[src/riscv_pkg.sv]
// shared types and constants for the rv32i core, imported by every rtl file
package riscv_pkg;

  // data words, addresses and register indices
  typedef logic [31:0] word_t;
  typedef logic [4:0]  reg_addr_t;
  typedef logic [3:0]  be_t;        // one bit per byte lane

  // major opcodes that the core executes
  localparam logic [6:0] OPC_LUI   = 7'b0110111;
  localparam logic [6:0] OPC_OPIMM = 7'b0010011;
  localparam logic [6:0] OPC_OP    = 7'b0110011;
  localparam logic [6:0] OPC_LOAD  = 7'b0000011;
  localparam logic [6:0] OPC_STORE = 7'b0100011;

  localparam word_t INSTR_STEP = 32'd4;  // no branches, pc only walks forward

  typedef enum logic [3:0] {
    ALU_ADD,
    ALU_SUB,
    ALU_SLL,
    ALU_SLT,
    ALU_SLTU,
    ALU_XOR,
    ALU_SRL,
    ALU_SRA,
    ALU_OR,
    ALU_AND,
    ALU_PASS_B  // lui
  } alu_op_e;

  typedef enum logic [1:0] {
    SIZE_BYTE,
    SIZE_HALF,
    SIZE_WORD
  } mem_size_e;

  typedef enum logic [2:0] {
    S_IDLE,
    S_FETCH,
    S_EXECUTE,
    S_MEM_REQ,
    S_MEM_WAIT
  } ctrl_state_e;

endpackage

[src/riscv_alu.sv]
// integer alu, combinational, its adder result doubles as the load/store address
module riscv_alu import riscv_pkg::*;
(
  input  alu_op_e op_i,
  input  word_t   a_i,
  input  word_t   b_i,
  output word_t   result_o
);

  word_t      b_inv;
  word_t      sum;
  logic       is_sub;
  logic [4:0] shamt;
  logic       lt_s;
  logic       lt_u;

  assign is_sub = (op_i == ALU_SUB);
  assign b_inv  = is_sub ? ~b_i : b_i;
  assign sum    = a_i + b_inv + {31'b0, is_sub};  // two's complement subtract
  assign shamt  = b_i[4:0];                       // only low five bits count
  assign lt_s   = $signed(a_i) < $signed(b_i);
  assign lt_u   = a_i < b_i;

  always_comb
  begin
    case (op_i)
      ALU_ADD, ALU_SUB: result_o = sum;
      ALU_SLL:          result_o = a_i << shamt;
      ALU_SLT:          result_o = {31'b0, lt_s};
      ALU_SLTU:         result_o = {31'b0, lt_u};
      ALU_XOR:          result_o = a_i ^ b_i;
      ALU_SRL:          result_o = a_i >> shamt;
      ALU_SRA:          result_o = word_t'($signed(a_i) >>> shamt);
      ALU_OR:           result_o = a_i | b_i;
      ALU_AND:          result_o = a_i & b_i;
      default:          result_o = b_i;   // pass_b for lui
    endcase
  end

endmodule

[config.mk]
export PLATFORM = sky130hd
export DESIGN_NAME = riscv_alu
export DESIGN_NICKNAME = d
export VERILOG_FILES = /design/src/riscv_pkg.sv /design/src/riscv_alu.sv
export SDC_FILE = /design/constraint.sdc
export NUM_CORES = 1
export LEC_CHECK = 0
export BUFFER_PORTS_ARGS = -buffer_cell sky130_fd_sc_hd__buf_2
export CORE_ASPECT_RATIO = 2
export CORE_MARGIN = 4
export CORE_UTILIZATION = 40
export DETAILED_ROUTE_END_ITERATION = 8
export GPL_ROUTABILITY_DRIVEN = 1
export GPL_TIMING_DRIVEN = 0
export MAX_ROUTING_LAYER = met4
export PLACE_DENSITY = 0.57
export SLEW_MARGIN = 20
export SYNTH_ARGS = -nofsm -noshare
export SYNTH_HDL_FRONTEND = slang
export SYNTH_SLANG_ARGS = --single-unit
[constraint.sdc]
create_clock -name vclk -period 12
set_clock_uncertainty 0.05 [all_clocks]
set_input_delay 2.4 -clock vclk [all_inputs]
set_output_delay 2.4 -clock vclk [all_outputs]
set_load 0.02 [all_outputs]
==> impl_metrics.yaml <==
run_status:
  status: "complete, no violations"
final_layout:
  area_growth_pct: 10.2
  regArea_um2: 0
  final_common_cell: "nor2_1"
  final_cell_mix: "nor2_1, ha_1, buf_2"
  clock_buffers: 0
  drive_gt1_frac: 0.161
  fin_nets: 1433
  stdcell_count: 1502
  nFlopsAndLatches: 0
place:
  place_inst: 1501
  gp_congestion: 1.08
  dpl.hpwl_mm: 37.9
  pre_cts_slack_ns: 2.44
  port_buffers: 100
global_route:
  grt_antenna_before_repair: 1
  grt_max_degree: 13
  grt_pass1_wl_mm: 65.3
  gr-total-overflow: 0
  grt.total_usage: 0.400
  first_global_vias: 9889
detailed_routing:
  vias: 9877
  vias_per_cell: 6.58
  route.detailed.drc: 0
  drt_wl_total_mm: 45.8
  dr.pass1.iters: 6
  antenna_left: 0
  drtIter0Drc: 759
  wl_per_cell_um: 30.5
worst_setup_path:
  cp-start-kind: "primary input"
  cp.arrival_ns: 7.29
  cp.buffers_inverters: 5
  cp_slowest_cell: "a2111oi_0"
  crit_required_ns: 9.55
  critPathKind: "in -> out"
  crit_path_max_fanout: 11
  worst_path_largest_cell_delay_ns: 0.75
  cp-end-kind: "output pin"
  cp_top_family: "buffers and inverters"
  path_cells: "buf_2, inv_1, buf_1, buf_1, xnor2_1, ha_1, nand2_1, a21oi_1, o2111ai_1, a211o_1, nand2_1, a221oi_1, xnor2_1, a2111oi_0, nor2_1, buf_2"
timing:
  fin_crit_ns: 9.74
  finalWorstSetupSlack_ns: 2.26
  period_share: 0.812
  setup_tns_ns: 0
  hold_slack_ns: 5.12
  setup_viol: 0
  max_slew_margin: 0.264
  drv_slew: 0
  hold_viol: 0
  rsz0062_at_grt: "false"
  worstMarginPinSlew_ns: 1.09
  clock.fmax_mhz: 103
floorplanning:
  die_w_um: 110
  die_area_um2: 23200
  core_area_um2: 20400
  initial_core_util: 0.406
  pin_count: 100
  rows: 74
  fp.dieH_um: 211
pwr:
  power_per_cell_area_nw_per_um2: 53.0
  p_leak_nw: 4.05
  ir_drop_mv: 0.0321
clock_network:
  ctsResizeCount: 0
  cts_hold_buf: 0
  post_cts_buffers: 0
synth:
  synthCells: 1135
  yosysUniqueCellTypes: 71
  synth_nets: 1331
  netlist_area_um2: 8260
  synth_seq_area_share: 0
  avgSynthCellArea_um2: 7.28
  yosys_warnings: 0
worst_hold_path:
  hold_end: "result_o[13]"
  min_path_type: "in -> out"
  min_from: "b_i[13]"
  holdPathStages: 4
flow_run:
  drv_cap: 0
stage by stage:
step / power, mW / utilization / instance area [um2]
6_report: 0.483 / 0.447 / 9100
5_1_grt: 0.509 / 0.447 / 9100
4_1_cts: 0.468 / 0.447 / 9100
3_5_place_dp: 0.465 / 0.447 / 9100
3_3_place_gp: 0.469 / 0.446 / 9090
2_1_floorplan: 0.298 / - / 8260
kinds of logic after synthesis:
logic type,count (synthesis),share of synthesized area
compound gates,353,0.286
simple gates,328,0.179
buf+inv,168,0.0866
fa+ha+maj,128,0.195
mux,103,0.195
xor+xnor,55,0.0583
where the power goes:
part	leakage, nW	switching [mW]	internal [mW]
registers	0	0	0
clock network	0.00000634	0	0.00000000545
logic	4.05	0.312	0.171
total	4.05	0.312	0.171
worst max path at each step:
stage	cells after the start	from	to
2_1_floorplan	14	op_i[2]	result_o[31]
3_3_place_gp	16	b_i[3]	result_o[22]
3_5_place_dp	16	b_i[3]	result_o[22]
4_1_cts	16	b_i[3]	result_o[22]
5_1_grt	16	op_i[2]	result_o[26]
6_report	16	b_i[3]	result_o[22]
cell usage after synthesis, types with 4 or more instances:
library cell / n / area, um2
nor2_1: 141 / 529
ha_1: 127 / 1590
a21oi_1: 87 / 435
nand2_1: 85 / 319
inv_1: 82 / 308
o21ai_0: 67 / 335
clkbuf_1: 48 / 180
mux2i_1: 48 / 480
xnor2_1: 44 / 385
mux4_2: 43 / 968
o211ai_1: 24 / 180
a22oi_1: 21 / 158
a21o_1: 19 / 143
a31oi_1: 19 / 119
nand3_1: 19 / 95.1
nor3_1: 19 / 95.1
buf_2: 18 / 90.1
o22ai_1: 16 / 100
o2111ai_1: 14 / 123
buf_1: 13 / 48.8
a221oi_1: 11 / 96.3
xor2_1: 11 / 96.3
a211oi_1: 10 / 75.1
and3_1: 10 / 62.6
mux2_2: 10 / 113
or3_1: 10 / 62.6
o21bai_1: 8 / 60.1
a211o_1: 7 / 61.3
nand2b_1: 7 / 43.8
o221ai_1: 7 / 61.3
o32a_1: 7 / 70.1
o21a_1: 6 / 45.0
or2_2: 6 / 37.5
and2_1: 5 / 31.3
nand4_1: 4 / 25.0
nor4_1: 4 / 25.0
layer usage:
metal | track usage | wire [um]
met1 | 0.393 | 14800
met5 | - | 0
met3 | 0.0517 | 2970
met4 | 0.336 | 5210
met2 | 0.678 | 22800
area by class of cell:
type | instances | area, um2
Antenna cell | 1 | 2.50
Buffer | 86 | 408
Fill cell | 2281 | 11300
Inverter | 82 | 308
Multi-Input combinational cell | 967 | 7550
Tap cell | 266 | 333
Timing Repair Buffer | 100 | 500
No activity file was read; power rests on OpenSTA's default activity.
