==> src/riscv_pkg.sv <==
// shared types and constants for the rv32i core, imported by every rtl file
package riscv_pkg;

  // data words, addresses and register indices
  typedef logic [31:0] word_t;
  typedef logic [4:0]  reg_addr_t;
  typedef logic [3:0]  be_t;        // one bit per byte lane

  // major opcodes that the core executes
  localparam logic [6:0] OPC_LUI   = 7'b0110111;
  localparam logic [6:0] OPC_OPIMM = 7'b0010011;
  localparam logic [6:0] OPC_OP    = 7'b0110011;
  localparam logic [6:0] OPC_LOAD  = 7'b0000011;
  localparam logic [6:0] OPC_STORE = 7'b0100011;

  localparam word_t INSTR_STEP = 32'd4;  // no branches, pc only walks forward

  typedef enum logic [3:0] {
    ALU_ADD,
    ALU_SUB,
    ALU_SLL,
    ALU_SLT,
    ALU_SLTU,
    ALU_XOR,
    ALU_SRL,
    ALU_SRA,
    ALU_OR,
    ALU_AND,
    ALU_PASS_B  // lui
  } alu_op_e;

  typedef enum logic [1:0] {
    SIZE_BYTE,
    SIZE_HALF,
    SIZE_WORD
  } mem_size_e;

  typedef enum logic [2:0] {
    S_IDLE,
    S_FETCH,
    S_EXECUTE,
    S_MEM_REQ,
    S_MEM_WAIT
  } ctrl_state_e;

endpackage

==> src/riscv_regfile.sv <==
// general purpose register file, two async read ports and one clocked write port, x0 reads zero
module riscv_regfile import riscv_pkg::*;
(
  input  logic      clk,
  input  logic      rst_n,
  input  reg_addr_t raddr_a_i,
  input  reg_addr_t raddr_b_i,
  input  reg_addr_t waddr_i,
  input  logic      we_i,
  input  word_t     wdata_i,
  output word_t     rdata_a_o,
  output word_t     rdata_b_o
);

  word_t regs_q [31:1];   // x1..x31, no storage for x0

  always_ff @(posedge clk or negedge rst_n)
  begin
    if (!rst_n)
    begin
      for (int i = 1; i < 32; i++)
        regs_q[i] <= '0;
    end
    else if (we_i && waddr_i != '0)  // x0 writes dropped
      regs_q[waddr_i] <= wdata_i;
  end

  assign rdata_a_o = (raddr_a_i == '0) ? '0 : regs_q[raddr_a_i];
  assign rdata_b_o = (raddr_b_i == '0) ? '0 : regs_q[raddr_b_i];

endmodule

==> config.mk <==
export PLATFORM = sky130hd
export DESIGN_NAME = riscv_regfile
export DESIGN_NICKNAME = d
export VERILOG_FILES = /design/src/riscv_pkg.sv /design/src/riscv_regfile.sv
export SDC_FILE = /design/constraint.sdc
export NUM_CORES = 2
export LEC_CHECK = 0
export ABC_CLOCK_PERIOD_IN_PS = 2700
export BUFFER_PORTS_ARGS = -buffer_cell sky130_fd_sc_hd__buf_2
export CAP_MARGIN = 30
export CORE_ASPECT_RATIO = 1.1
export CORE_MARGIN = 2
export CORE_UTILIZATION = 60
export DETAILED_ROUTE_END_ITERATION = 10
export PLACE_DENSITY_LB_ADDON = 0.1
export REMOVE_ABC_BUFFERS = 1
export SLEW_MARGIN = 20
export SYNTH_ARGS = -nofsm -noshare
export SYNTH_HDL_FRONTEND = slang
export SYNTH_SLANG_ARGS = --single-unit
==> constraint.sdc <==
create_clock -name clk -period 2.7 [get_ports clk]
set_clock_uncertainty 0.1 [all_clocks]
set_input_delay 0.135 -clock clk [delete_from_list [all_inputs] [get_ports clk]]
set_output_delay 0.135 -clock clk [all_outputs]
set_load 0.02 [all_outputs]
==> impl_metrics.json <==
{
  "run_status": "finished, violations left",
  "largest_reg_flops": 992,
  "tightestPinTransition_ps": 802,
  "min_period_ps": 2730,
  "via_per_inst": 7.11,
  "crit_arrival_ps": 2500,
  "ff2ff_setup_slack_ps": 1570,
  "syn_inst": 3691,
  "dp_hpwl_um": 100000,
  "antenna_found_initial": 8,
  "fmax_ghz": 0.366,
  "critical-path-top-delay-family": "multiplexers",
  "grt_pass1_vias": 37727,
  "port_buffers": 113,
  "vias": 35646,
  "cp_max_fo": 3,
  "fin_cells": 5012,
  "die_h_um": 317,
  "slew_headroom_pct": 46.5,
  "clk_pin_slew_ps": 60,
  "die_area_mm2": 0.0915,
  "finalSetupTns_ps": -31.5,
  "dr.pass1.iters": 5,
  "finalSetupViolations": 1,
  "placedCellCount": 4774,
  "synth_seq_cells": 992,
  "synth.area.top_cells": "dfrtp_1 46%, mux2_2 22%, mux4_2 15%",
  "hold_class": "in2reg",
  "ys.flop_type": "dfrtp_1",
  "cpMostUsedCell": "mux4_2",
  "max_stage_delay_ps": 490,
  "r2r-end": "regs_q[591]",
  "grt.overflow.total": 0,
  "synth_top_area_share_pct": 46.5,
  "setup_slack_ps": -31.5,
  "seq_area_frac_synth_pct": 46.5,
  "fp-row-count": 114,
  "grt_max_degree": 143,
  "crit_type": "reg2out",
  "clockBufferDepth": 3,
  "cts_tree": "built",
  "nFillCells": 6019,
  "wire_per_inst_um": 32.9,
  "slowest_stage": "mux4_2",
  "min_delay_worst_endpoint": "regs_q[449]",
  "fin_nets": 3811,
  "core-area_mm2": 0.0880,
  "r2r_cells": 3,
  "crit_required_ps": 2470,
  "ios": 114,
  "total_power_mw": 44.9,
  "area_delta_synth_final_pct": 13.0,
  "rsz0062_at_grt": "yes",
  "yosysWarnings": 0,
  "gr-usage-all-layers_pct": 36.6,
  "antenna_left": 0,
  "synth_top_cell_by_area": "dfrtp_1",
  "cp_num_buf_inv": 1,
  "synthArstFlopShare_pct": 100,
  "hold_violations": 0,
  "synth_cell_types": 40,
  "postLayoutCoreUtil_pct": 68.6,
  "numCtsBuffers": 105,
  "rr_startpoint": "regs_q[591]",
  "syn_area_per_cell_um2": 14.5,
  "synthTopCellsByCount": "1054 x mux2_2, 992 x dfrtp_1, 354 x mux4_2, 317 x mux2i_1, 180 x clkbuf_1",
  "cp-start-kind": "flip-flop",
  "crit_path_cell_trace": "mux4_2 > mux4_2 > mux2_4 > buf_6",
  "fin_hold_ws_ps": 63.1,
  "initial_utilization_pct": 60.7,
  "synth.most_common_cell": "mux2_2",
  "synth_edf_count": 0,
  "htree_levels": 3,
  "remaining_drc_errors": 0,
  "routabilityCongestion": 0.848,
  "crit_path_end_kind": "primary output",
  "violations": "negative setup slack",
  "peakVddDrop_v": 0.000608,
  "top_register": "regs_q",
  "hold_depth": 4,
  "cellPowerDensity_mw_per_mm2": 743,
  "drt_wl_total_um": 165000,
  "maxCapViolations": 0,
  "cts_sinks": 992,
  "netlist_area_mm2": 0.0534,
  "slew_violations": 0,
  "worstHoldStart": "we_i",
  "drtIter0Drc": 3527,
  "die_w_um": 289,
  "fin_crit_sh_pct": 101,
  "grt_pass1_wl_um": 246000,
  "insertion_delay_ps": 670,
  "post_route_cells_drive_above_1_share_pct": 50.8,
  "p_leak_nw": 26.8,
  "top_regs": "regs_q x992",
  "root_buffer": "clkbuf_16"
}
how the worst max path moves through the flow:
stage                            start       endpoint  slack [ps]  cells after the start
final                      regs_q[860]  rdata_a_o[28]         -30                      4
after floorplan             waddr_i[0]    regs_q[576]       -1380                      3
after global routing       regs_q[860]  rdata_a_o[28]         -80                      4
after detailed placement  raddr_b_i[0]  rdata_b_o[10]          90                      8
after CTS                  regs_q[860]  rdata_a_o[28]         -70                      4
after global placement    raddr_b_i[0]  rdata_b_o[10]          -7                      8
cells by family (layout without fill, tap and decap cells):
group	count (synthesis)	after routing	synth area share (%)
buffers and inverters	401	556	3.26
AND/OR/NAND/NOR	283	283	2.85
flip-flops	992	992	46.5
multiplexers	1732	1732	43.2
other	0	6	0
AO/OA/AOI/OAI	283	283	4.21
cell type report:
type / instances / area, um^2 / area share [%]
inverter: 2 / 7.51 / 0.0124
timing repair buffer: 362 / 3330 / 5.51
clock buffer: 145 / 3050 / 5.05
sequential: 992 / 24800 / 41.1
multi-input combinational: 2298 / 27100 / 44.9
tap: 1160 / 1450 / 2.40
clock inverter: 47 / 616 / 1.02
antenna: 6 / 15.0 / 0.0249
cells in the final DEF, fill, tap and decap left out, types with 6 or more instances in the layout:
cell type      synthesis  final
dlygate4sd3_1          0     33
clkbuf_16              0    108
buf_8                  0      6
nand2_2                0     11
buf_4                 14    160
a22oi_1              114    114
a221o_1               24     24
clkbuf_1             180     16
nand2b_1              31     31
o22a_1                17     17
a211oi_1               6      6
nor2b_4                0      6
buf_2                145    102
nor2b_1               48     42
o31a_1                33     32
a22o_1                 6      6
mux2_2              1054   1052
a221oi_1              32     32
nor2_1                23     11
a21oi_1               16     16
mux2_1                 7      7
nand3_1               43     42
mux4_2               354    354
mux2i_1              317    317
nor2_4                 0     13
o211ai_1              19     19
bufinv_16              0     14
dfrtp_1              992    992
clkinv_2               0     26
clkbuf_8               0     22
nand4_1               14     14
o22ai_1                6      6
nor3_1                35     34
diode_2                0      6
nand2_1               41     30
and3_1                32     32
buf_12                 0     58
power by group:
group          leakage (nW)  internal [mW]  total, mW  switching (mW)
Combinational          12.3           5.55       9.46            3.91
Sequential             12.7           17.8       20.1            2.28
Clock                  1.82           9.21       15.4            6.15
tightest hold or removal path: cells and delay by family:
kind,cells,cell delay (ps)
buf+inv,1,130
mux,1,230
simple gates,2,300
per-stage QoR:
step	setup WS, ps	instance area [um^2]
2_1_floorplan	-1380	51700
3_3_place_gp	-6.74	56300
3_5_place_dp	87.9	56300
4_1_cts	-68.1	60300
5_1_grt	-75.2	60400
6_report	-31.5	60400
repair_timing:
action	4_1_cts	5_1_grt
cloned	0	0
gates resized for setup	9	2
hold buffers	34	0
buffers inserted	3	3
endpoints found under the hold margin	1729	0
setup endpoints to repair	4	4
layer usage:
layer,up-vias,GRT usage [%],wire (um)
met5,-,0,50
met4,8,18.3,9060
met3,528,8.27,14000
met2,1808,57.9,77700
met1,18959,48.2,64000
li1,14343,-,-
Power figures use the tool's default switching activity.
