[src/riscv_pkg.sv]
// shared types and constants for the rv32i core, imported by every rtl file
package riscv_pkg;

  // data words, addresses and register indices
  typedef logic [31:0] word_t;
  typedef logic [4:0]  reg_addr_t;
  typedef logic [3:0]  be_t;        // one bit per byte lane

  // major opcodes that the core executes
  localparam logic [6:0] OPC_LUI   = 7'b0110111;
  localparam logic [6:0] OPC_OPIMM = 7'b0010011;
  localparam logic [6:0] OPC_OP    = 7'b0110011;
  localparam logic [6:0] OPC_LOAD  = 7'b0000011;
  localparam logic [6:0] OPC_STORE = 7'b0100011;

  localparam word_t INSTR_STEP = 32'd4;  // no branches, pc only walks forward

  typedef enum logic [3:0] {
    ALU_ADD,
    ALU_SUB,
    ALU_SLL,
    ALU_SLT,
    ALU_SLTU,
    ALU_XOR,
    ALU_SRL,
    ALU_SRA,
    ALU_OR,
    ALU_AND,
    ALU_PASS_B  // lui
  } alu_op_e;

  typedef enum logic [1:0] {
    SIZE_BYTE,
    SIZE_HALF,
    SIZE_WORD
  } mem_size_e;

  typedef enum logic [2:0] {
    S_IDLE,
    S_FETCH,
    S_EXECUTE,
    S_MEM_REQ,
    S_MEM_WAIT
  } ctrl_state_e;

endpackage

[src/riscv_controller.sv]
// control fsm, sequences fetch, execute and data access one instruction at a time
module riscv_controller import riscv_pkg::*;
(
  input  logic clk,
  input  logic rst_n,
  input  logic fetch_enable_i,
  input  logic instr_valid_i,   // fetched word is in the decoder
  input  logic mem_en_i,
  input  logic mem_we_i,
  input  logic reg_we_i,
  input  logic mem_done_i,
  output logic fetch_start_o,
  output logic mem_start_o,
  output logic rf_we_o,
  output logic rf_sel_load_o,   // write back from lsu instead of alu
  output logic core_busy_o
);

  ctrl_state_e state_q;
  ctrl_state_e state_d;

  always_comb
  begin
    state_d       = state_q;
    fetch_start_o = 1'b0;
    mem_start_o   = 1'b0;
    rf_we_o       = 1'b0;
    rf_sel_load_o = 1'b0;
    case (state_q)
      S_IDLE:
        if (fetch_enable_i)
          state_d = S_FETCH;
      S_FETCH:
      begin
        fetch_start_o = 1'b1;     // first fetch after idle
        state_d       = S_EXECUTE;
      end
      S_EXECUTE:
        // decode and alu settle in the instr_valid cycle
        if (instr_valid_i)
        begin
          if (mem_en_i)
          begin
            mem_start_o = 1'b1;
            state_d     = S_MEM_REQ;
          end
          else
          begin
            rf_we_o = reg_we_i;   // alu result, nops write nothing
            if (fetch_enable_i)
              fetch_start_o = 1'b1;  // overlap next fetch start with write back
            else
              state_d = S_IDLE;
          end
        end
      S_MEM_REQ:
        state_d = S_MEM_WAIT;     // lsu request goes out here
      S_MEM_WAIT:
      begin
        rf_sel_load_o = 1'b1;
        if (mem_done_i)
        begin
          rf_we_o = reg_we_i & ~mem_we_i;  // loads only
          if (fetch_enable_i)
          begin
            fetch_start_o = 1'b1;
            state_d       = S_EXECUTE;
          end
          else
            state_d = S_IDLE;
        end
      end
      default: state_d = S_IDLE;
    endcase
  end

  always_ff @(posedge clk or negedge rst_n)
  begin
    if (!rst_n)
      state_q <= S_IDLE;
    else
      state_q <= state_d;
  end

  assign core_busy_o = (state_q != S_IDLE);

endmodule

[config.mk]
export PLATFORM = sky130hd
export DESIGN_NAME = riscv_controller
export DESIGN_NICKNAME = d
export VERILOG_FILES = /design/src/riscv_pkg.sv /design/src/riscv_controller.sv
export SDC_FILE = /design/constraint.sdc
export NUM_CORES = 1
export LEC_CHECK = 0
export BUFFER_PORTS_ARGS = -buffer_cell sky130_fd_sc_hd__buf_4
export CAP_MARGIN = 10
export CORE_AREA = 10 10 47 49
export CTS_CLUSTER_DIAMETER = 100
export DETAILED_ROUTE_END_ITERATION = 16
export DIE_AREA = 0 0 57 59
export GPL_ROUTABILITY_DRIVEN = 1
export PLACE_DENSITY = 0.33
export RECOVER_POWER = 100
export SKIP_LAST_GASP = 1
export SYNTH_ARGS = -nofsm -noshare
export SYNTH_HDL_FRONTEND = slang
export SYNTH_SLANG_ARGS = --single-unit
[constraint.sdc]
create_clock -name clk -period 1.4 [get_ports clk]
set_input_delay 0.35 -clock clk [delete_from_list [all_inputs] [get_ports clk]]
set_output_delay 0.35 -clock clk [all_outputs]
set_load 0.05 [all_outputs]
==> run summary <==
The number of global-route vias before repair was 348; the logic gate share of total power was 68.8%. The tools report the max-slew violation total from the final report as 0. For the first-pass GRT wire length, the log shows 1.43 mm. The run finished, with violations left. The number of hold violations in the final report was 0. The minimum setup slack among reg-to-reg paths was 0.12 ns; the total internal power was 639 uW.

Register containing the most flip-flops in the final layout: state_q. In the final layout, the share of cells above drive strength 1 is 68.6%. For the total detailed-routing wirelength, the log shows 802 um. The share of total power dissipated in sequential elements is 17.3%. The chip height was 59 um. Max-cap violations in this run came to 0. The end point of the most critical hold path was state_q[2]. The data arrival time of the critical path was 1.43 ns.

After synthesis, the netlist uses 15 different library cells. The tightest min-delay check is of the primary input to register type. The worst register-to-register path ends at state_q[1].

Yosys attributes the largest share of cell area to sky130_fd_sc_hd__dfrtp_1 (36%), sky130_fd_sc_hd__o21ai_0 (7.2%), sky130_fd_sc_hd__nand2_1 (7.2%), sky130_fd_sc_hd__nand2b_1 (6.0%), sky130_fd_sc_hd__nor3b_2 (6.0%). In this run switching power makes up 44.8% of total power. Static timing analysis puts the maximum clock frequency at 0.563 GHz. Clock sink count: 3.

The tools report the count of filler cells inserted in the layout as 153. In this run, synthesis inferred 0 flip-flops with an integrated enable. For the number of placed instances, taps included, the log shows 61. Cells fill 35.8% of the core in the end.

TritonCTS built the clock tree. For this run, the number of Yosys warnings is 0. Entering global routing, the biggest net connects 7 pins. The run gives 3 as the number of buffers inserted during clock tree synthesis.

The worst hold path passes through 2 cells. The fraction of post-synthesis cell area in the top cell type by area was 36.1%. The mapped netlist covers 208 um^2. Normalized max-slew margin: 83.3%. The routed layout has 287 vias. Counting flops and latches in the post-synthesis netlist gives 3.

The kind of capture point of the worst setup path is an output pin. The run gives 13.9% as the clock share of power. Of all flip-flops after synthesis, the portion carrying an async set or reset was 100%.

The HPWL after detailed placement is 618 um. The run gives 5 as the final count of negative-setup-slack endpoints. In this run the power spent charging and discharging nets is 519 uW. The number of nets produced by synthesis was 32; the highest fanout seen on the critical path was 5. The slowest stage of the critical path is the sky130_fd_sc_hd__dfrtp_2 cell. The tools report the deepest level of the CTS H-tree as 1. Dividing the final minimum period by the clock period gives 127%.

The run gives 3360 um^2 as the die outline area. OpenSTA, run right after detailed placement, puts the worst setup slack at -0.195 ns. The biggest area contributor in the post-synthesis netlist is sky130_fd_sc_hd__dfrtp_1. For this run, design rule violations remaining after detail routing come to 0. The launch instance of the worst register-to-register path is state_q[2].

The worst hold path begins at mem_done_i. The tools report the count of nets left with antenna violations after detail routing as 0. The clock latency on the worst-skew pair was 0.25 ns; the horizontal extent of the die was 57 um. The number of cells on the worst reg-to-reg path came out at 5.

The region available for standard cell placement spans 1400 um^2. A synthesized cell averages 8.65 um^2. The number of antenna diodes in the final layout is 0.

Maximum VDD drop: 0.797 mV. The number of flip-flops under the largest register name is 3, and the number of placement rows is 14. The post-layout instance count excluding filler cells was 67; the initial DRC count was 5. After clock tree synthesis, the clock-pin slew on the worst setup and hold paths is 0.04 ns. The final net count was 60; the initial cell density of the core was 14.8%.

The total of buffers placed on input and output ports was 12. The share of the yosys chip area belonging to registers was 36.1%. The total power density per cell area works out to 2310 nW/um^2.

The I/O pin count came out at 13. Compared with the post-synthesis result, the final layout area differs by 142%. The leading register cell type out of synthesis is sky130_fd_sc_hd__dfrtp_1.

The worst setup slack after layout is -0.377 ns. The via density per instance works out to 4.28. Synthesis produced a netlist whose cell count is 24. Leakage component of the power: 0.000234 uW. The logs give 0 for the initial antenna violation count and 0.00751 ns for the final setup skew. The actual transition at the worst max-transition pin is 0.250 ns.

In this design, the stage delay of the slowest critical-path cell is 0.40 ns. The tree is rooted in a sky130_fd_sc_hd__clkbuf_4. For the finished layout, the period the worst path requires is 1.78 ns. At the end of routability-driven placement, the weighted congestion stood at 0.758. Residual overflow from global routing: 0. The run gives 2 as the number of buffers between clock root and the deepest sink. The signal on the critical path passes through nand2_1 > o32a_1 > nor3b_4 > buf_6.

Setup repair after global routing could not meet its margin everywhere. The run gives 2 as the number of detailed-route iterations in the first pass. STA puts the critical path data required time at 1.05 ns. Global routing used 5.79% of the available tracks across all layers. Summed over all failing endpoints, the final setup total negative slack is -1.42 ns.

The average detailed-routed wire length per instance is 12.0 um. In the final layout, the registers with the most flip-flops are state_q (3). The final reports fail on negative setup slack.

The start-to-end type of the worst setup path is register to output pin. The type of origin of the critical path was a register.
per-stage QoR:
step                power, uW  instance area (um^2)  hold slack, ns
floorplan                 593                   246          0.0544
global placement          873                   424           0.141
detailed placement        873                   424           0.140
CTS                      1190                   510           0.302
global route             1240                   502           0.332
finish                   1160                   502           0.309
synthesized netlist by cell type, types with 2 or more instances:
| library cell | number |
|---|---|
| sky130_fd_sc_hd__dfrtp_1 | 3 |
| sky130_fd_sc_hd__nand2_1 | 4 |
| sky130_fd_sc_hd__nand2b_1 | 2 |
| sky130_fd_sc_hd__inv_1 | 2 |
| sky130_fd_sc_hd__o21ai_0 | 3 |
cell type report:
| type | count | area (um^2) | area share (%) |
|---|---|---|---|
| clock buffers | 4 | 26.3 | 5.24 |
| inverters | 2 | 7.51 | 1.50 |
| multi-input cells | 19 | 168 | 33.4 |
| flip-flops and latches | 3 | 78.8 | 15.7 |
| well taps | 16 | 20.0 | 3.99 |
| repair buffers | 23 | 201 | 40.1 |
cells in the final DEF, fill, tap and decap left out, types with 2 or more instances in the layout:
master and n:
sky130_fd_sc_hd__buf_8 2, sky130_fd_sc_hd__o21ai_0 3, sky130_fd_sc_hd__buf_4 14, sky130_fd_sc_hd__clkbuf_1 2, sky130_fd_sc_hd__nand2_1 3, sky130_fd_sc_hd__buf_6 4
sky130_fd_sc_hd__dfrtp_2 3, sky130_fd_sc_hd__clkbuf_4 4
repair_timing:
item	4_1_cts	5_1_grt
hold endpoints to repair	3	0
pin swaps	3	0
gates cloned	0	0
hold buffers	1	0
setup endpoints to repair	5	5
gates resized for setup	14	1
setup buffers	1	0
power by group through the flow:
| stage | sequential (uW) | clock, uW | combinational, uW |
|---|---|---|---|
| floorplan | 194 | 0 | 399 |
| global placement | 185 | 0 | 688 |
| detailed placement | 188 | 0 | 685 |
| CTS | 198 | 168 | 821 |
| global route | 209 | 179 | 850 |
| finish | 201 | 161 | 796 |
metal layers:
layer,up-vias,global-route usage (%),routed length (um)
met2,10,8.53,416
met4,0,8.05,17
li1,142,-,-
met5,-,0,0
met1,133,4.39,276
met3,2,3.86,92
worst max path at each step:
stage / slack (ns) / startpoint / end
6_report: -0.38 / state_q[2] / rf_we_o
2_1_floorplan: -0.25 / state_q[1] / rf_we_o
4_1_cts: -0.38 / state_q[2] / rf_we_o
5_1_grt: -0.44 / state_q[2] / rf_we_o
3_3_place_gp: -0.18 / mem_we_i / rf_we_o
3_5_place_dp: -0.20 / state_q[1] / rf_we_o
critical path: cells and delay by family (launching register included):
kind	cells	cell delay, ns
and+or+nand+nor	2	0.25
AOI/OAI and AO/OA	1	0.35
DFF	1	0.40
buffers and inverters	1	0.18
cells by family after synthesis:
logic type	after synthesis	synth area share, %
AND/OR/NAND/NOR	12	36.1
AO/OA/AOI/OAI	7	24.1
flip-flops	3	36.1
buffers and inverters	2	3.62
(Power assumes the default switching activity.)
