<file path="src/riscv_pkg.sv">
// shared types and constants for the rv32i core, imported by every rtl file
package riscv_pkg;

  // data words, addresses and register indices
  typedef logic [31:0] word_t;
  typedef logic [4:0]  reg_addr_t;
  typedef logic [3:0]  be_t;        // one bit per byte lane

  // major opcodes that the core executes
  localparam logic [6:0] OPC_LUI   = 7'b0110111;
  localparam logic [6:0] OPC_OPIMM = 7'b0010011;
  localparam logic [6:0] OPC_OP    = 7'b0110011;
  localparam logic [6:0] OPC_LOAD  = 7'b0000011;
  localparam logic [6:0] OPC_STORE = 7'b0100011;

  localparam word_t INSTR_STEP = 32'd4;  // no branches, pc only walks forward

  typedef enum logic [3:0] {
    ALU_ADD,
    ALU_SUB,
    ALU_SLL,
    ALU_SLT,
    ALU_SLTU,
    ALU_XOR,
    ALU_SRL,
    ALU_SRA,
    ALU_OR,
    ALU_AND,
    ALU_PASS_B  // lui
  } alu_op_e;

  typedef enum logic [1:0] {
    SIZE_BYTE,
    SIZE_HALF,
    SIZE_WORD
  } mem_size_e;

  typedef enum logic [2:0] {
    S_IDLE,
    S_FETCH,
    S_EXECUTE,
    S_MEM_REQ,
    S_MEM_WAIT
  } ctrl_state_e;

endpackage

</file>
<file path="src/riscv_decoder.sv">
// instruction decoder, turns the held instruction word into alu, register and memory controls
module riscv_decoder import riscv_pkg::*;
(
  input  word_t     instr_i,
  output alu_op_e   alu_op_o,
  output logic      use_imm_o,       // operand b from immediate
  output word_t     imm_o,
  output reg_addr_t rs1_o,
  output reg_addr_t rs2_o,
  output reg_addr_t rd_o,
  output logic      reg_we_o,
  output logic      mem_en_o,
  output logic      mem_we_o,
  output mem_size_e mem_size_o,
  output logic      mem_unsigned_o
);

  logic [6:0] opcode;
  logic [2:0] funct3;
  logic [6:0] funct7;
  word_t      imm_i;
  word_t      imm_s;
  word_t      imm_u;

  assign opcode = instr_i[6:0];
  assign funct3 = instr_i[14:12];
  assign funct7 = instr_i[31:25];
  assign rs1_o  = instr_i[19:15];
  assign rs2_o  = instr_i[24:20];
  assign rd_o   = instr_i[11:7];

  assign imm_i = {{20{instr_i[31]}}, instr_i[31:20]};
  assign imm_s = {{20{instr_i[31]}}, instr_i[31:25], instr_i[11:7]};
  assign imm_u = {instr_i[31:12], 12'b0};

  //////////////////////////////////////////////////
  // opcode and funct mapping, unknown -> nop
  //////////////////////////////////////////////////
  always_comb
  begin
    alu_op_o       = ALU_ADD;
    use_imm_o      = 1'b0;
    imm_o          = imm_i;
    reg_we_o       = 1'b0;
    mem_en_o       = 1'b0;
    mem_we_o       = 1'b0;
    mem_size_o     = SIZE_WORD;
    mem_unsigned_o = 1'b0;
    case (opcode)
      OPC_LUI:
      begin
        alu_op_o  = ALU_PASS_B;
        use_imm_o = 1'b1;
        imm_o     = imm_u;
        reg_we_o  = 1'b1;
      end
      OPC_OPIMM:
      begin
        use_imm_o = 1'b1;
        reg_we_o  = 1'b1;
        case (funct3)
          3'b000: alu_op_o = ALU_ADD;
          3'b010: alu_op_o = ALU_SLT;
          3'b011: alu_op_o = ALU_SLTU;
          3'b100: alu_op_o = ALU_XOR;
          3'b110: alu_op_o = ALU_OR;
          3'b111: alu_op_o = ALU_AND;
          3'b001:
          begin
            alu_op_o = ALU_SLL;
            reg_we_o = (funct7 == 7'b0000000);  // slli only
          end
          default:
          begin
            alu_op_o = funct7[5] ? ALU_SRA : ALU_SRL;
            reg_we_o = ((funct7 & 7'b1011111) == 7'b0000000);
          end
        endcase
      end
      OPC_OP:
      begin
        // only funct7 0 or sub/sra form is legal
        reg_we_o = (funct7 == 7'b0000000) ||
                   (funct7 == 7'b0100000 && (funct3 == 3'b000 || funct3 == 3'b101));
        case (funct3)
          3'b000:  alu_op_o = funct7[5] ? ALU_SUB : ALU_ADD;
          3'b001:  alu_op_o = ALU_SLL;
          3'b010:  alu_op_o = ALU_SLT;
          3'b011:  alu_op_o = ALU_SLTU;
          3'b100:  alu_op_o = ALU_XOR;
          3'b101:  alu_op_o = funct7[5] ? ALU_SRA : ALU_SRL;
          3'b110:  alu_op_o = ALU_OR;
          default: alu_op_o = ALU_AND;
        endcase
      end
      OPC_LOAD:
      begin
        use_imm_o      = 1'b1;         // addr = rs1 + imm_i
        mem_en_o       = 1'b1;
        reg_we_o       = 1'b1;
        mem_unsigned_o = funct3[2];
        case (funct3)
          3'b000, 3'b100: mem_size_o = SIZE_BYTE;
          3'b001, 3'b101: mem_size_o = SIZE_HALF;
          3'b010:         mem_size_o = SIZE_WORD;
          default:
          begin
            mem_en_o = 1'b0;
            reg_we_o = 1'b0;
          end
        endcase
      end
      OPC_STORE:
      begin
        use_imm_o = 1'b1;
        imm_o     = imm_s;
        mem_en_o  = 1'b1;
        mem_we_o  = 1'b1;
        case (funct3)
          3'b000:  mem_size_o = SIZE_BYTE;
          3'b001:  mem_size_o = SIZE_HALF;
          3'b010:  mem_size_o = SIZE_WORD;
          default:
          begin
            mem_en_o = 1'b0;
            mem_we_o = 1'b0;
          end
        endcase
      end
      default: ;  // everything else is a nop
    endcase
  end

endmodule

</file>
<file path="config.mk">
export PLATFORM = sky130hd
export DESIGN_NAME = riscv_decoder
export DESIGN_NICKNAME = d
export VERILOG_FILES = /design/src/riscv_pkg.sv /design/src/riscv_decoder.sv
export SDC_FILE = /design/constraint.sdc
export NUM_CORES = 1
export LEC_CHECK = 0
export BUFFER_PORTS_ARGS = -buffer_cell sky130_fd_sc_hd__buf_2
export CAP_MARGIN = 15
export CELL_PAD_IN_SITES_DETAIL_PLACEMENT = 0
export CELL_PAD_IN_SITES_GLOBAL_PLACEMENT = 1
export CORE_ASPECT_RATIO = 0.7
export CORE_MARGIN = 5
export CORE_UTILIZATION = 22
export DETAILED_ROUTE_END_ITERATION = 12
export PLACE_DENSITY_LB_ADDON = 0.1
export SYNTH_ARGS = -nofsm -noshare
export SYNTH_HDL_FRONTEND = slang
export SYNTH_SLANG_ARGS = --single-unit
</file>
<file path="constraint.sdc">
create_clock -name vclk -period 2.1
set_clock_uncertainty 0.05 [all_clocks]
set_input_delay 0.105 -clock vclk [all_inputs]
set_output_delay 0.105 -clock vclk [all_outputs]
set_load 0.05 [all_outputs]
</file>
==> run metrics <==
outcome=completed; slowest cell on the critical path=sky130_fd_sc_hd__nor2b_4; number of instances in the synthesized netlist=113; most used cell along the critical path=sky130_fd_sc_hd__buf_2; via total after detailed routing=roughly 990; Layout Nets=approximately 210; port buffer count=90; worst hold-check path type=input port to output port; part of the total power dissipated in sequential elements=0; DR WL/cell=roughly 12 um; critical path data required time=just under 2 ns; part of the cycle the worst path needs=0.811; count of TritonRoute iterations in the first routing pass=4; Total Negative Setup Slacks=0 ns; Sw Ratio=0.750; vias in the first global route=866; total of fill cells in the finished design=378; Die ar.=~4700 um^2; post-route ant nets=0; critical path class=input port to output port; worst stage delay on the critical path=0.41 ns; combined area of the multi-input logic cells=between 500 and 600 um^2; FF+latch area=0 um^2; share of the synthesized area in the top cell type=0.199; width of the chip=approximately 80 um; post-synth top area cell=sky130_fd_sc_hd__a21o_1; critical path fanouts, max=28; global-route wire length before repair=4.04 mm; final hold violation count=0; portion of total power attributed to combinational logic=1.000; number of different library cells in the post-synthesis netlist=33; setup repair after global routing missed its margin=no; Cell Int Power=roughly 0.090 mW; static power due to leakage=approximately 0.69 nW; drt drc=0; Post-Route WL=2.78 mm; final sequential cell count=0; critical path launch point type=input port; number of buffers inserted to repair setup after CTS=0; core area=roughly 3200 um^2; final core utilization=0.332; fraction of final layout cells with drive strength greater than 1=0.534; Yosys warnings=0; estimated wirelength of the detail-placed design=2.31 mm; max-capacitance violation count=0; number of top-level design ports=90; Worst-Margin Slew=approximately 0.44 ns; number of cells upsized or downsized after cts=0; sequential-to-total area share from yosys stat=0; Non-Filler Cell Area, Final=between 1000 and 1500 um^2; global placer's final weighted congestion=roughly 0.75; Layout area overhead=42.3%; Clock Power Share=0; Post-Synthesis Cell Area=754 um^2; Peak Freq=a little under 600 MHz; maximum number of pins on one net before global-route repair=29; syn nets=roughly 150; worst-case vdd ir drop=between 0.1 and 0.15 mV; global-route usage over all layers=0.100; cell row count=17; effective utilization at floorplan=0.233; power density relative to cell area=335 nW/um^2; Slew HR=0.708; vertical die dimension=about 60 um; placed standard-cell area=between 1000 and 1500 um^2; total of endpoints with negative setup slack in the final report=0; post-synthesis average cell area=between 6 and 7 um^2; total power=about 0.36 mW; total global routing overflow=0; antenna violations before repair=0; endpoint type of the worst setup path=output port; Clock buffer cells=0; Area contributors post-synth=sky130_fd_sc_hd__a21o_1 (20%), sky130_fd_sc_hd__buf_4 (16%), sky130_fd_sc_hd__nand2_1 (7.0%); minimum clock period=~1.7 ns; crit-path cells=buf_2 > and3_1 > and2_4 > nor2b_4 > a21o_1 > buf_2; hold bufs inserted after CTS=0; DR vias/cell=~4.4; iteration-0 DRC count of the detailed router=32; number of antenna diodes=0; number of max-slew violations in the final report=0; P_sw=roughly 0.27 mW; data arrival time of the critical path=around 1.6 ns
-- layout make-up --
class,instances,share of cell area
multi-input cells,85,0.508
repair buffers,92,0.434
well taps,47,0.0548
inverters,1,0.00350
-- routing by layer --
metal / part of all wire / track usage / up-vias
met1: 0.47 / 0.144 / 438
met3: 0.073 / 0.00760 / 0
met5: 0 / 0 / -
met2: 0.45 / 0.175 / 42
met4: 0 / 0 / 0
li1: - / - / 513
-- synthesized netlist by cell type --
cell and n:
sky130_fd_sc_hd__nor2_1 10, sky130_fd_sc_hd__a211o_1 1, sky130_fd_sc_hd__nor3b_1 1, sky130_fd_sc_hd__and2_1 1, sky130_fd_sc_hd__clkbuf_1 4, sky130_fd_sc_hd__o21a_1 2
sky130_fd_sc_hd__a31o_1 1, sky130_fd_sc_hd__a21o_1 20, sky130_fd_sc_hd__and3_1 1, sky130_fd_sc_hd__a41o_1 1, sky130_fd_sc_hd__nor4_1 1, sky130_fd_sc_hd__buf_2 2
sky130_fd_sc_hd__nand3_1 1, sky130_fd_sc_hd__mux2_2 1, sky130_fd_sc_hd__o211ai_1 1, sky130_fd_sc_hd__a21oi_1 4, sky130_fd_sc_hd__and4bb_1 1, sky130_fd_sc_hd__inv_1 1
sky130_fd_sc_hd__buf_8 1, sky130_fd_sc_hd__o221ai_1 1, sky130_fd_sc_hd__a31oi_1 1, sky130_fd_sc_hd__and2_4 1, sky130_fd_sc_hd__xor2_1 1, sky130_fd_sc_hd__nor2b_4 1
sky130_fd_sc_hd__buf_6 4, sky130_fd_sc_hd__nor2b_1 3, sky130_fd_sc_hd__o21ai_0 3, sky130_fd_sc_hd__nand2b_1 3, sky130_fd_sc_hd__buf_4 16, sky130_fd_sc_hd__a32oi_1 5
sky130_fd_sc_hd__a211oi_1 1, sky130_fd_sc_hd__nand2_1 14, sky130_fd_sc_hd__and2b_1 4
-- per-stage QoR --
step,std cells,setup slack (ns),hold slack (ns)
after floorplan,113,0.184,0.327
after global placement,225,0.426,0.465
after detailed placement,225,0.386,0.465
after CTS,225,0.383,0.465
after global routing,225,0.262,0.469
final,225,0.398,0.465
-- power groups by stage --
stage	Combinational, mW	Clock (mW)	Sequential, mW
2_1_floorplan	0.288	0	0
3_3_place_gp	0.363	0	0
3_5_place_dp	0.362	0	0
4_1_cts	0.363	0	0
5_1_grt	0.382	0	0
6_report	0.360	0	0
-- final timing paths --
path / start / end / cells after the start
worst max-delay path: instr_i[5] / imm_o[23] / 6
worst min-delay path: instr_i[16] / rs1_o[1] / 2
-- critical path, delay by kind of cell --
family / cells / cell delay, ns
AOI/OAI and AO/OA: 1 / 0.13
buffers and inverters: 2 / 0.43
and+or+nand+nor: 3 / 0.87
-- cells in the final DEF (no fill, tap or decap), types with 2 or more instances in the layout --
cell type / Yosys / final
sky130_fd_sc_hd__buf_2: 2 / 90
sky130_fd_sc_hd__a21o_1: 20 / 20
sky130_fd_sc_hd__nand2_1: 14 / 14
sky130_fd_sc_hd__nor2_1: 10 / 10
sky130_fd_sc_hd__a32oi_1: 5 / 5
sky130_fd_sc_hd__a21oi_1: 4 / 4
sky130_fd_sc_hd__and2b_1: 4 / 4
sky130_fd_sc_hd__o21ai_0: 3 / 3
sky130_fd_sc_hd__nor2b_1: 3 / 3
sky130_fd_sc_hd__nand2b_1: 3 / 3
sky130_fd_sc_hd__o21a_1: 2 / 2
sky130_fd_sc_hd__buf_4: 16 / 2
-- logic make-up after synthesis --
kind of cell    synth area share
mux                       0.0149
compound gates             0.400
xor+xnor                  0.0116
buf+inv                    0.277
simple gates               0.297
No activity file was read; power rests on OpenSTA's default activity.
